**src/cmd_pkg.sv**
```systemverilog
// Command word layout, envelope views, element command and element select codes

package cmd_pkg;

	localparam int CMD_WIDTH      = 128;
	localparam int CMD_ADDR_WIDTH = 16;

	localparam int AMP_WIDTH   = 16;
	localparam int FREQ_WIDTH  = 9;
	localparam int PHASE_WIDTH = 17;
	localparam int ENV_WIDTH   = 12; // Envelope start and length as seen by an element

	typedef enum logic [1:0] {
		SEL_QDRV = 2'd0,
		SEL_RDRV = 2'd1,
		SEL_RDLO = 2'd2,
		SEL_NONE = 2'd3
	} elem_sel_t;

	// ==============================
	// Envelope word, two readings
	// ==============================

	// Qubit drive envelopes are shorter and leave a gap above each field
	typedef struct packed {
		logic [1:0] unused_hi;
		logic [9:0] length;
		logic [1:0] unused_lo;
		logic [9:0] start;
	} qdrv_env_t;

	typedef struct packed {
		logic [11:0] length;
		logic [11:0] start;
	} readout_env_t;

	typedef union packed {
		qdrv_env_t    qdrv;
		readout_env_t readout;
	} env_word_u;

	typedef struct packed {
		logic [CMD_WIDTH-71:0]  reserved; // Upper 58 bits carry nothing here
		logic [1:0]             mode;
		elem_sel_t              sel;
		env_word_u              env;
		logic [AMP_WIDTH-1:0]   amp;
		logic [FREQ_WIDTH-1:0]  freq;
		logic [PHASE_WIDTH-1:0] phase;
	} cmd_word_t;

	typedef struct packed {
		logic                   stb;
		logic [ENV_WIDTH-1:0]   env_start;
		logic [ENV_WIDTH-1:0]   env_length;
		logic [AMP_WIDTH-1:0]   amp;
		logic [FREQ_WIDTH-1:0]  freq;
		logic [PHASE_WIDTH-1:0] phase;
		logic [1:0]             mode;
	} elem_cmd_t;

endpackage

```
**src/dsp_pkg.sv**
```systemverilog
// Sample and shot-count widths plus ADC sample type for sequencing and capture

package dsp_pkg;

	// ==============================
	// Acquisition
	// ==============================

	localparam int ADC_WIDTH = 16;
	localparam int NUM_ACQ   = 2; // One capture channel per ADC stream

	// Two's complement ADC sample as delivered by the converter
	typedef logic signed [ADC_WIDTH-1:0] adc_sample_t;

	// ==============================
	// Shot sequencing
	// ==============================

	// Width of both the requested shot count and the running counter
	localparam int SHOT_WIDTH = 32;

endpackage

```
**src/acq_capture.sv**
```systemverilog
// Saturating write address, write enable and delayed ADC data for one buffer

module acq_capture #(
	parameter int ACQ_ADDR_WIDTH = 6
) (
	input  logic                      dspif,
	input  logic                      arst_n,
	input  dsp_pkg::adc_sample_t      adc,
	input  logic                      acq_clear,
	output logic [ACQ_ADDR_WIDTH-1:0] acq_addr,
	output dsp_pkg::adc_sample_t      acq_data,
	output logic                      acq_we
);

	dsp_pkg::adc_sample_t adc_q;
	logic                 addr_full;

	// The buffer stops recording once its last location is written
	assign addr_full = &acq_addr;
	assign acq_we    = ~addr_full;

	always_ff @(posedge dspif or negedge arst_n) begin
		if (!arst_n) begin
			adc_q    <= '0;
			acq_data <= '0;
			acq_addr <= '0;
		end else begin
			adc_q    <= adc;
			acq_data <= adc_q; // Two stages keep data in step with address
			if (acq_clear)
				acq_addr <= '0;
			else if (!addr_full)
				acq_addr <= acq_addr + 1'b1;
		end
	end

endmodule

```
**src/cmd_fetch.sv**
```systemverilog
// Command pointer, one-cycle read tracking and end-of-program detection

module cmd_fetch (
	input  logic                               dspif,
	input  logic                               arst_n,
	input  logic                               core_reset,
	output logic [cmd_pkg::CMD_ADDR_WIDTH-1:0] cmd_addr,
	input  cmd_pkg::cmd_word_t                 cmd_data,
	output cmd_pkg::cmd_word_t                 cmd,
	output logic                               cmd_valid,
	output logic                               done
);

	logic rd_issued; // cmd_data answers the address of the previous cycle
	logic end_word;

	// An all-zero word terminates the program
	assign end_word  = rd_issued && cmd_data == '0;
	assign cmd       = cmd_data;
	assign cmd_valid = rd_issued && !end_word;

	always_ff @(posedge dspif or negedge arst_n) begin
		if (!arst_n) begin
			cmd_addr  <= '0;
			rd_issued <= 1'b0;
			done      <= 1'b0;
		end else if (core_reset) begin
			cmd_addr  <= '0;
			rd_issued <= 1'b0;
			done      <= 1'b0;
		end else begin
			rd_issued <= !done && !end_word;
			if (end_word)
				done <= 1'b1; // Held until the next core reset
			if (!done && !end_word)
				cmd_addr <= cmd_addr + 1'b1;
		end
	end

endmodule

```
**src/element_dispatch.sv**
```systemverilog
// Command decode and registered strobe with fields for qdrv, rdrv and rdlo

module element_dispatch (
	input  logic               dspif,
	input  logic               arst_n,
	input  cmd_pkg::cmd_word_t cmd,
	input  logic               cmd_valid,
	output cmd_pkg::elem_cmd_t qdrv,
	output cmd_pkg::elem_cmd_t rdrv,
	output cmd_pkg::elem_cmd_t rdlo
);

	cmd_pkg::elem_cmd_t elem_q [3]; // Indexed by element select code
	logic [2:0]         hit;

	// Build the element command, reading the envelope through the matching view
	function automatic cmd_pkg::elem_cmd_t decode(input cmd_pkg::cmd_word_t w,
			input logic readout);
		cmd_pkg::elem_cmd_t e;
		e.stb = 1'b1;
		if (readout) begin
			e.env_start  = w.env.readout.start;
			e.env_length = w.env.readout.length;
		end else begin
			e.env_start  = {2'b00, w.env.qdrv.start};
			e.env_length = {2'b00, w.env.qdrv.length};
		end
		e.amp   = w.amp;
		e.freq  = w.freq;
		e.phase = w.phase;
		e.mode  = w.mode;
		return e;
	endfunction

	assign hit[0] = cmd_valid && cmd.sel == cmd_pkg::SEL_QDRV;
	assign hit[1] = cmd_valid && cmd.sel == cmd_pkg::SEL_RDRV;
	assign hit[2] = cmd_valid && cmd.sel == cmd_pkg::SEL_RDLO;

	// ==============================
	// Element registers
	// ==============================

	always_ff @(posedge dspif or negedge arst_n) begin
		if (!arst_n) begin
			for (int i = 0; i < 3; i++)
				elem_q[i] <= '0;
		end else begin
			for (int i = 0; i < 3; i++) begin
				if (hit[i])
					elem_q[i] <= decode(cmd, i != 0);
				else
					elem_q[i].stb <= 1'b0; // Fields keep the last command
			end
		end
	end

	assign qdrv = elem_q[0];
	assign rdrv = elem_q[1];
	assign rdlo = elem_q[2];

endmodule

```
**src/qubit_dsp.sv**
```systemverilog
// DSP top level with shot sequencer, per-core fetch and dispatch, and ADC capture

module qubit_dsp #(
	parameter int NPROC          = 4,
	parameter int ACQ_ADDR_WIDTH = 6
) (
	input  logic                               dspif,
	input  logic                               arst_n,
	input  logic                               stb_start,
	input  logic [dsp_pkg::SHOT_WIDTH-1:0]     nshot,
	output logic [dsp_pkg::SHOT_WIDTH-1:0]     shot_cnt,
	output logic                               shot_busy,
	output logic                               last_shot_done,
	output logic [cmd_pkg::CMD_ADDR_WIDTH-1:0] cmd_addr [NPROC],
	input  cmd_pkg::cmd_word_t                 cmd_data [NPROC],
	output cmd_pkg::elem_cmd_t                 qdrv_cmd [NPROC],
	output cmd_pkg::elem_cmd_t                 rdrv_cmd [NPROC],
	output cmd_pkg::elem_cmd_t                 rdlo_cmd [NPROC],
	input  dsp_pkg::adc_sample_t               adc [dsp_pkg::NUM_ACQ],
	input  logic                               acq_clear,
	output logic [ACQ_ADDR_WIDTH-1:0]          acq_addr [dsp_pkg::NUM_ACQ],
	output dsp_pkg::adc_sample_t               acq_data [dsp_pkg::NUM_ACQ],
	output logic [dsp_pkg::NUM_ACQ-1:0]        acq_we
);

	logic [NPROC-1:0] core_reset;
	logic [NPROC-1:0] core_done;

	// ==============================
	// Shot sequencing
	// ==============================

	shot_sequencer #(
		.NPROC(NPROC)
	) u_sequencer (
		.dspif(dspif),
		.arst_n(arst_n),
		.stb_start(stb_start),
		.nshot(nshot),
		.core_done(core_done),
		.core_reset(core_reset),
		.shot_cnt(shot_cnt),
		.shot_busy(shot_busy),
		.last_shot_done(last_shot_done)
	);

	// ==============================
	// Command cores
	// ==============================

	for (genvar i = 0; i < NPROC; i++) begin : g_core
		cmd_pkg::cmd_word_t cmd;
		logic               cmd_valid;

		cmd_fetch u_fetch (
			.dspif(dspif),
			.arst_n(arst_n),
			.core_reset(core_reset[i]),
			.cmd_addr(cmd_addr[i]),
			.cmd_data(cmd_data[i]),
			.cmd(cmd),
			.cmd_valid(cmd_valid),
			.done(core_done[i])
		);

		element_dispatch u_dispatch (
			.dspif(dspif),
			.arst_n(arst_n),
			.cmd(cmd),
			.cmd_valid(cmd_valid),
			.qdrv(qdrv_cmd[i]),
			.rdrv(rdrv_cmd[i]),
			.rdlo(rdlo_cmd[i])
		);
	end

	// ==============================
	// Acquisition
	// ==============================

	// Both buffers restart together on acq_clear
	for (genvar j = 0; j < dsp_pkg::NUM_ACQ; j++) begin : g_acq
		acq_capture #(
			.ACQ_ADDR_WIDTH(ACQ_ADDR_WIDTH)
		) u_capture (
			.dspif(dspif),
			.arst_n(arst_n),
			.adc(adc[j]),
			.acq_clear(acq_clear),
			.acq_addr(acq_addr[j]),
			.acq_data(acq_data[j]),
			.acq_we(acq_we[j])
		);
	end

endmodule

```
**src/shot_sequencer.sv**
```systemverilog
// Multi-shot run state machine with shot counter and two-cycle core reset

module shot_sequencer #(
	parameter int NPROC = 4
) (
	input  logic                           dspif,
	input  logic                           arst_n,
	input  logic                           stb_start,
	input  logic [dsp_pkg::SHOT_WIDTH-1:0] nshot,
	input  logic [NPROC-1:0]               core_done,
	output logic [NPROC-1:0]               core_reset,
	output logic [dsp_pkg::SHOT_WIDTH-1:0] shot_cnt,
	output logic                           shot_busy,
	output logic                           last_shot_done
);

	localparam logic [1:0] ST_IDLE  = 2'd0;
	localparam logic [1:0] ST_RESET = 2'd1;
	localparam logic [1:0] ST_RUN   = 2'd2;
	localparam logic [1:0] ST_REARM = 2'd3;

	logic [1:0]                     state;
	logic                           phase; // Marks the second cycle of RESET and REARM
	logic                           start_q;
	logic                           all_done_q;
	logic [dsp_pkg::SHOT_WIDTH-1:0] nshot_q;
	logic                           all_done;
	logic                           shot_end;
	logic                           last_shot;

	assign all_done  = &core_done;
	assign shot_end  = all_done & ~all_done_q;
	assign last_shot = shot_cnt == nshot_q - 1'b1;

	// Cores stay parked in reset whenever no shot is in flight
	assign core_reset = {NPROC{state == ST_IDLE || state == ST_RESET}};

	// ==============================
	// Sequencing
	// ==============================

	always_ff @(posedge dspif or negedge arst_n) begin
		if (!arst_n) begin
			state          <= ST_IDLE;
			phase          <= 1'b0;
			start_q        <= 1'b0;
			all_done_q     <= 1'b0;
			nshot_q        <= '0;
			shot_cnt       <= '0;
			shot_busy      <= 1'b0;
			last_shot_done <= 1'b0;
		end else begin
			start_q        <= stb_start;
			all_done_q     <= all_done;
			last_shot_done <= 1'b0;
			phase          <= 1'b0;
			case (state)
				ST_IDLE: begin
					if (start_q) begin
						nshot_q   <= nshot;
						shot_cnt  <= '0;
						shot_busy <= 1'b1;
						state     <= ST_RESET;
					end
				end
				ST_RESET: begin
					phase <= ~phase;
					if (phase)
						state <= ST_RUN;
				end
				ST_RUN: begin
					if (shot_end && last_shot) begin
						last_shot_done <= 1'b1;
						shot_busy      <= 1'b0;
						state          <= ST_IDLE;
					end else if (shot_end) begin
						shot_cnt <= shot_cnt + 1'b1;
						state    <= ST_REARM; // Two idle cycles before the next reset
					end
				end
				ST_REARM: begin
					phase <= ~phase;
					if (phase)
						state <= ST_RESET;
				end
			endcase
		end
	end

endmodule

```
**config.mk**
```make
export PLATFORM = sky130hd
export DESIGN_NAME = qubit_dsp
export DESIGN_NICKNAME = d
export VERILOG_FILES = /design/src/cmd_pkg.sv /design/src/dsp_pkg.sv /design/src/acq_capture.sv /design/src/cmd_fetch.sv /design/src/element_dispatch.sv /design/src/qubit_dsp.sv /design/src/shot_sequencer.sv
export SDC_FILE = /design/constraint.sdc
export NUM_CORES = 1
export LEC_CHECK = 0
export BUFFER_PORTS_ARGS = -buffer_cell sky130_fd_sc_hd__buf_2
export CORE_AREA = 5 5 603 605
export CTS_BUF_LIST = sky130_fd_sc_hd__clkbuf_4
export DETAILED_ROUTE_END_ITERATION = 10
export DIE_AREA = 0 0 608 610
export PLACE_DENSITY_LB_ADDON = 0.08
export SETUP_SLACK_MARGIN = 0.05
export SLEW_MARGIN = 20
export SYNTH_ARGS = -nofsm -noshare
export SYNTH_HDL_FRONTEND = slang
export SYNTH_HIERARCHICAL = 1
export SYNTH_SLANG_ARGS = --single-unit
```
**constraint.sdc**
```tcl
create_clock -name dspif -period 5.63 [get_ports dspif]
set_input_delay 0.8445 -clock dspif [delete_from_list [all_inputs] [get_ports dspif]]
set_output_delay 0.8445 -clock dspif [all_outputs]
set_load 0.05 [all_outputs]
```
# Yosys cells after proc, flatten, opt, wreduce, memory -nomap -nowiden
# Cells that the tools add are included.
[totals]
ff_bits = 1031
in_bits = 580
output_inout_bits = 972
word_cells = 256
[op_classes]
n_addsub = 8
n_eq_ne = 21
muxes = 52
bitwise = 5
reduce_logical = 60
[op_table]
columns = ["op", "count"]
rows = [
  ["$logic_not 128->1", 4],
  ["$mux 16", 8],
  ["$mux 32", 3],
  ["$add 16x1->16 const B", 4],
  ["$pmux 32 s2", 1],
  ["$add 32x1->32 const B", 1],
  ["$eq 32x32->1", 1],
  ["$sub 32x1->32 const B", 1],
  ["$mux 1", 29],
  ["$logic_and 1x1->1", 25],
  ["$mux 6", 4],
  ["$reduce_bool 2->1", 9],
  ["$add 6x1->6 const B", 2],
  ["$eq 2x2->1 const B", 6],
  ["$reduce_and 4->1", 3],
  ["$reduce_and 6->1", 2],
  ["$eq 2x1->1 const B", 5],
  ["$logic_not 2->1", 5],
  ["$mux 2", 5],
  ["$ne 2x1->1 const B", 5],
  ["$logic_not 1->1", 8],
  ["$pmux 2 s4", 1],
  ["$ne 2x2->1 const B", 3],
  ["$not 1->1", 4],
  ["7 further kinds", 7],
]

# Depth between registers and ports, before layout
[logic_depth]
ltp_word = 6
mapped_depth = 13
depth_no_buf = 11

# Hierarchy
# The synthesis kept the hierarchy.
[modules_own_cells]
columns = ["module", "n_inst", "cells_each", "area_each_um2", "seq_area_each_um2"]
rows = [
  ["element_dispatch", 4, 434, 7601.0, 5079.9],
  ["cmd_fetch", 4, 267, 2199.6, 450.4],
  ["shot_sequencer", 1, 513, 4800.9, 1776.7],
  ["acq_capture", 2, 61, 1107.3, 950.9],
]

# Least setup slack after synthesis
# OpenSTA, ideal clock, no wires.
[synth_timing]
kind = "register -> register"
from = "register u_sequencer/nshot_q[13] in the netlist's numbering"
to = "register u_sequencer/shot_cnt[16] in the netlist's numbering"
setup_time_ns = 0.079
arrival_ns = 3.218
t_required_ns = 5.551
setup_slack_ns = 2.332
stages_incl_launch_ff = 12
path_buffers = 3
synth_period_minus_slack_ns = 3.298
cell_sequence = "dfrtp_1 buf_6 or4_4 or4b_4 o31a_1 o31ai_2 nand4_1 or4_1 buf_6 buf_8 nand4_1 mux2i_1"
[synth_between]
elab_chain_cells = 5
[synth_lines]
columns = ["item", "line", "rtl"]
rows = [
  ["start: declaration", "shot_sequencer.sv:26", "logic [dsp_pkg::SHOT_WIDTH-1:0] nshot_q;"],
  ["start signal: assignment", "shot_sequencer.sv:60", "nshot_q <= nshot;"],
  ["$sub 32x1->32", "shot_sequencer.sv:33", "assign last_shot = shot_cnt == nshot_q - 1'b1;"],
  ["$eq 32x32->1", "shot_sequencer.sv:33", ""],
  ["$logic_and 1x1->1", "shot_sequencer.sv:72", "if (shot_end && last_shot) begin"],
  ["$ne 2x2->1 (no source line)", "--", ""],
  ["$reduce_and 4->1 (no source line)", "--", ""],
  ["end signal: assignment", "shot_sequencer.sv:77", "shot_cnt <= shot_cnt + 1'b1;"],
  ["end: declaration", "shot_sequencer.sv:12", "output logic [dsp_pkg::SHOT_WIDTH-1:0] shot_cnt,"],
]
# No other way between the ends.
# A chain may end at the register's enable or synchronous reset.

# Final worst setup path
[layout_timing]
from = "register u_sequencer/nshot_q[0] in the netlist's numbering"
to = "register u_sequencer/shot_cnt[13] in the netlist's numbering"
# The elaborated chain is that of the path after synthesis.

==> flow_metrics.env <==
export IMPL_slowest_stage="or4_2"
export IMPL_dp_cells=9158
export IMPL_ios=1552
export IMPL_cts_tree="built"
export IMPL_globalplace_congestion=0.793
export IMPL_cts_max_level=5
export IMPL_start_util_pct=12.4
export IMPL_cp_required_ps=6770
export IMPL_hold_start="cmd_data[443]"
export IMPL_rsz0062_at_grt="no"
export IMPL_clockBufferDepth=4
export IMPL_cp_arrival_ps=5620
export IMPL_power_switching_mw=22.1
export IMPL_worst_clock_skew_ps=83.0
export IMPL_synth_yosys_warnings=6
export IMPL_die_x_um=608
export IMPL_cp_startpoint="u_sequencer/nshot_q[0]"
export IMPL_power_frac_clock_pct=20.3
export IMPL_syn_area_per_cell_sq_um=13.9
export IMPL_cp_num_buf_inv=0
export IMPL_finalWirelength_mm=240
export IMPL_final_setup_tns_ps=0
export IMPL_hold_path_class="input port to flop"
export IMPL_cp_top_family="simple AND/OR/NAND/NOR gates"
export IMPL_crit_top_cell="nand4b_1"
export IMPL_syn_area_sq_um=44500
export IMPL_status="complete, no violations"
export IMPL_finalCriticalPeriod_ps=4480
export IMPL_cap_violations=0
export IMPL_ant_nets=0
export IMPL_use_met3_pct=3.98
export IMPL_ir_drop_mv=0.292
export IMPL_setup_viol_count_final=0
export IMPL_dp_hpwl_mm=186
export IMPL_setup_worst_path_end_class="flop"
export IMPL_cts_root_buffer="clkbuf_4"
export IMPL_internal_power_mw=20.3
export IMPL_clk_latency_ps=1350
export IMPL_numCtsBuffers=353
export IMPL_grt_antenna_before_repair=62
export IMPL_core_area_sq_um=358000
export IMPL_area_growth_pct=44.5
export IMPL_power_leakage_nw=29.1
export IMPL_r2r_start="u_sequencer/nshot_q[0]"
export IMPL_fp_dieH_um=610
export IMPL_placementRows=220
export IMPL_clock_sinks=1031
export IMPL_clkTransAtPathRegs_ps=60
export IMPL_grt_max_degree=141
export IMPL_slew_headroom_pct=29.3
export IMPL_grt_pass1_vias=37600
export IMPL_drc=0
export IMPL_routedWlPerCell_um=23.6
export IMPL_path_class="flop to flop"
export IMPL_switching_share_pct=52.1
export IMPL_vias=34500
export IMPL_fmaxAchievable_ghz=0.223
export IMPL_crit_fanout=25
export IMPL_die_area_sq_um=371000
export IMPL_crit_chain="nor4_2 > nand4b_1 > and4b_1 > nor2_1 > o32ai_1 > nand4b_1 > or4_2 > nand4_1 > mux2i_1"
export IMPL_p_seq_share_pct=29.4
export IMPL_nFillCells=39700
export IMPL_synth_cells=3207
export IMPL_finalNetCount=5717
export IMPL_drv_slew=0
export IMPL_grt_overflow=0
export IMPL_worstMarginPinSlew_ps=1060
export IMPL_grt_pass1_wl_mm=326
export IMPL_detail_route_iter0_violations=1275
export IMPL_io_buffers=1535
export IMPL_post_cts_resized=0
export IMPL_busiest_layer="met2"
export IMPL_routed_via_density=3.38
export IMPL_final_cells=10200
export IMPL_grt_usage_pct=12.4
export IMPL_finalCritPeriodShare_pct=79.6
export IMPL_grtUsageMet1_pct=12.9
export IMPL_worst_setup_path_start_kind="flop"
export IMPL_dr_pass1_iters=5
export IMPL_use_met2_pct=23.7
export IMPL_comb_power_share_pct=50.4
export IMPL_fin_hold_ws_ps=332
export IMPL_drive_gt1_share_pct=51.8
export IMPL_powerDensity_nw_per_um2=661
export IMPL_finalHoldViolations=0
export IMPL_cpPeakStageDelay_ps=1080
==> sequential cells by signal, summed over array words and instances, names as in the netlist, 32 cells and up <==
register                  flops
g_core.u_dispatch/rdlo      276
u_sequencer/nshot_q          32
g_acq.u_capture/adc_q        32
g_core.u_fetch/cmd_addr      64
g_acq.u_capture/acq_data     32
g_core.u_dispatch/rdrv      276
g_core.u_dispatch/qdrv      260
u_sequencer/shot_cnt         32
==> final timing paths <==
check,endpoint,cells past startpoint,slack [ps]
worst max-delay path,u_sequencer/shot_cnt[13],9,1150
worst min-delay path,g_core[0].u_dispatch/qdrv[49],3,330
worst max register to register,u_sequencer/shot_cnt[13],9,1150
worst min register to register,g_acq[0].u_capture/acq_data[10],0,340
max in group asynchronous,g_core[1].u_dispatch/rdlo[11],5,3460
min in group asynchronous,g_acq[1].u_capture/adc_q[11],3,730
==> cell usage in the layout (no fill, tap or decap), drive strengths merged, types with 7 or more instances in the layout <==
master and instances:
nor3b 8, mux2i 24, nand3 49, buf 1590
a311oi 10, and3 25, o31ai 16, nand2 56
nor3 24, ha 12, nand2b 22, or3 14
nand4b 12, and2 7, clkbuf 548, nand3b 11
a31oi 17, or4 23, xor2 20, diode 34
clkinv 39, o21ai 29, conb 16, inv 48
a21oi 45, nand4 72, o21a 9, nor2b 18
mux2 851, nor2 87, a31o 9, xnor2 37
dlygate4sd3 384, dfrtp 1031, nor4 153
==> cell type report <==
cell class	count	area (sq um)	area share, %
clock buffer	548	4110	6.40
timing repair buffer	1974	12200	19.0
clock inverter	61	469	0.730
antenna	34	85.1	0.132
multi-input combinational	1732	15500	24.1
inverter	33	124	0.193
sequential	1031	25800	40.2
tap	4773	5970	9.30
==> power by group through the flow <==
stage | combinational [mW] | clock [mW] | sequential (mW)
after floorplan | 4.27 | 0 | 22.9
after global placement | 21.7 | 0 | 12.6
after detailed placement | 21.7 | 0 | 12.6
after CTS | 22.0 | 9.30 | 12.5
after global routing | 22.3 | 9.59 | 12.9
final | 21.4 | 8.61 | 12.5
==> worst register-to-register path, delay by kind of cell, from the launching register on <==
family           cells  cell delay (ps)
AND/OR/NAND/NOR      7             3310
AO/OA/AOI/OAI        1              410
multiplexers         1              200
flip-flops           1              450
==> timing repair <==
action / in CTS / in global routing
buffers inserted: 0 / 0
endpoints found under the hold margin: 1042 / 0
setup endpoints to repair: 0 / 0
hold buffers: 385 / 0
==> through the flow <==
stage / util, % / area, sq um / total power [mW] / setup slack, ps
finish: 18.0 / 64200 / 42.5 / 1150
global route: 18.0 / 64200 / 44.8 / 680
CTS: 17.9 / 64200 / 43.8 / 1090
detailed placement: 15.6 / 55700 / 34.3 / 1150
global placement: 15.6 / 55700 / 34.3 / 787
floorplan: - / 44500 / 27.1 / 2330
==> per-layer routing <==
| layer | share of wire, % | up-vias | routed length (um) |
|---|---|---|---|
| met4 | 2.9 | 12 | 6930 |
| met3 | 7.0 | 410 | 16800 |
| met5 | 0.034 | - | 82 |
| li1 | - | 15400 | - |
| met2 | 54 | 1240 | 130000 |
| met1 | 36 | 17400 | 86000 |
(Power assumes the default switching activity.)
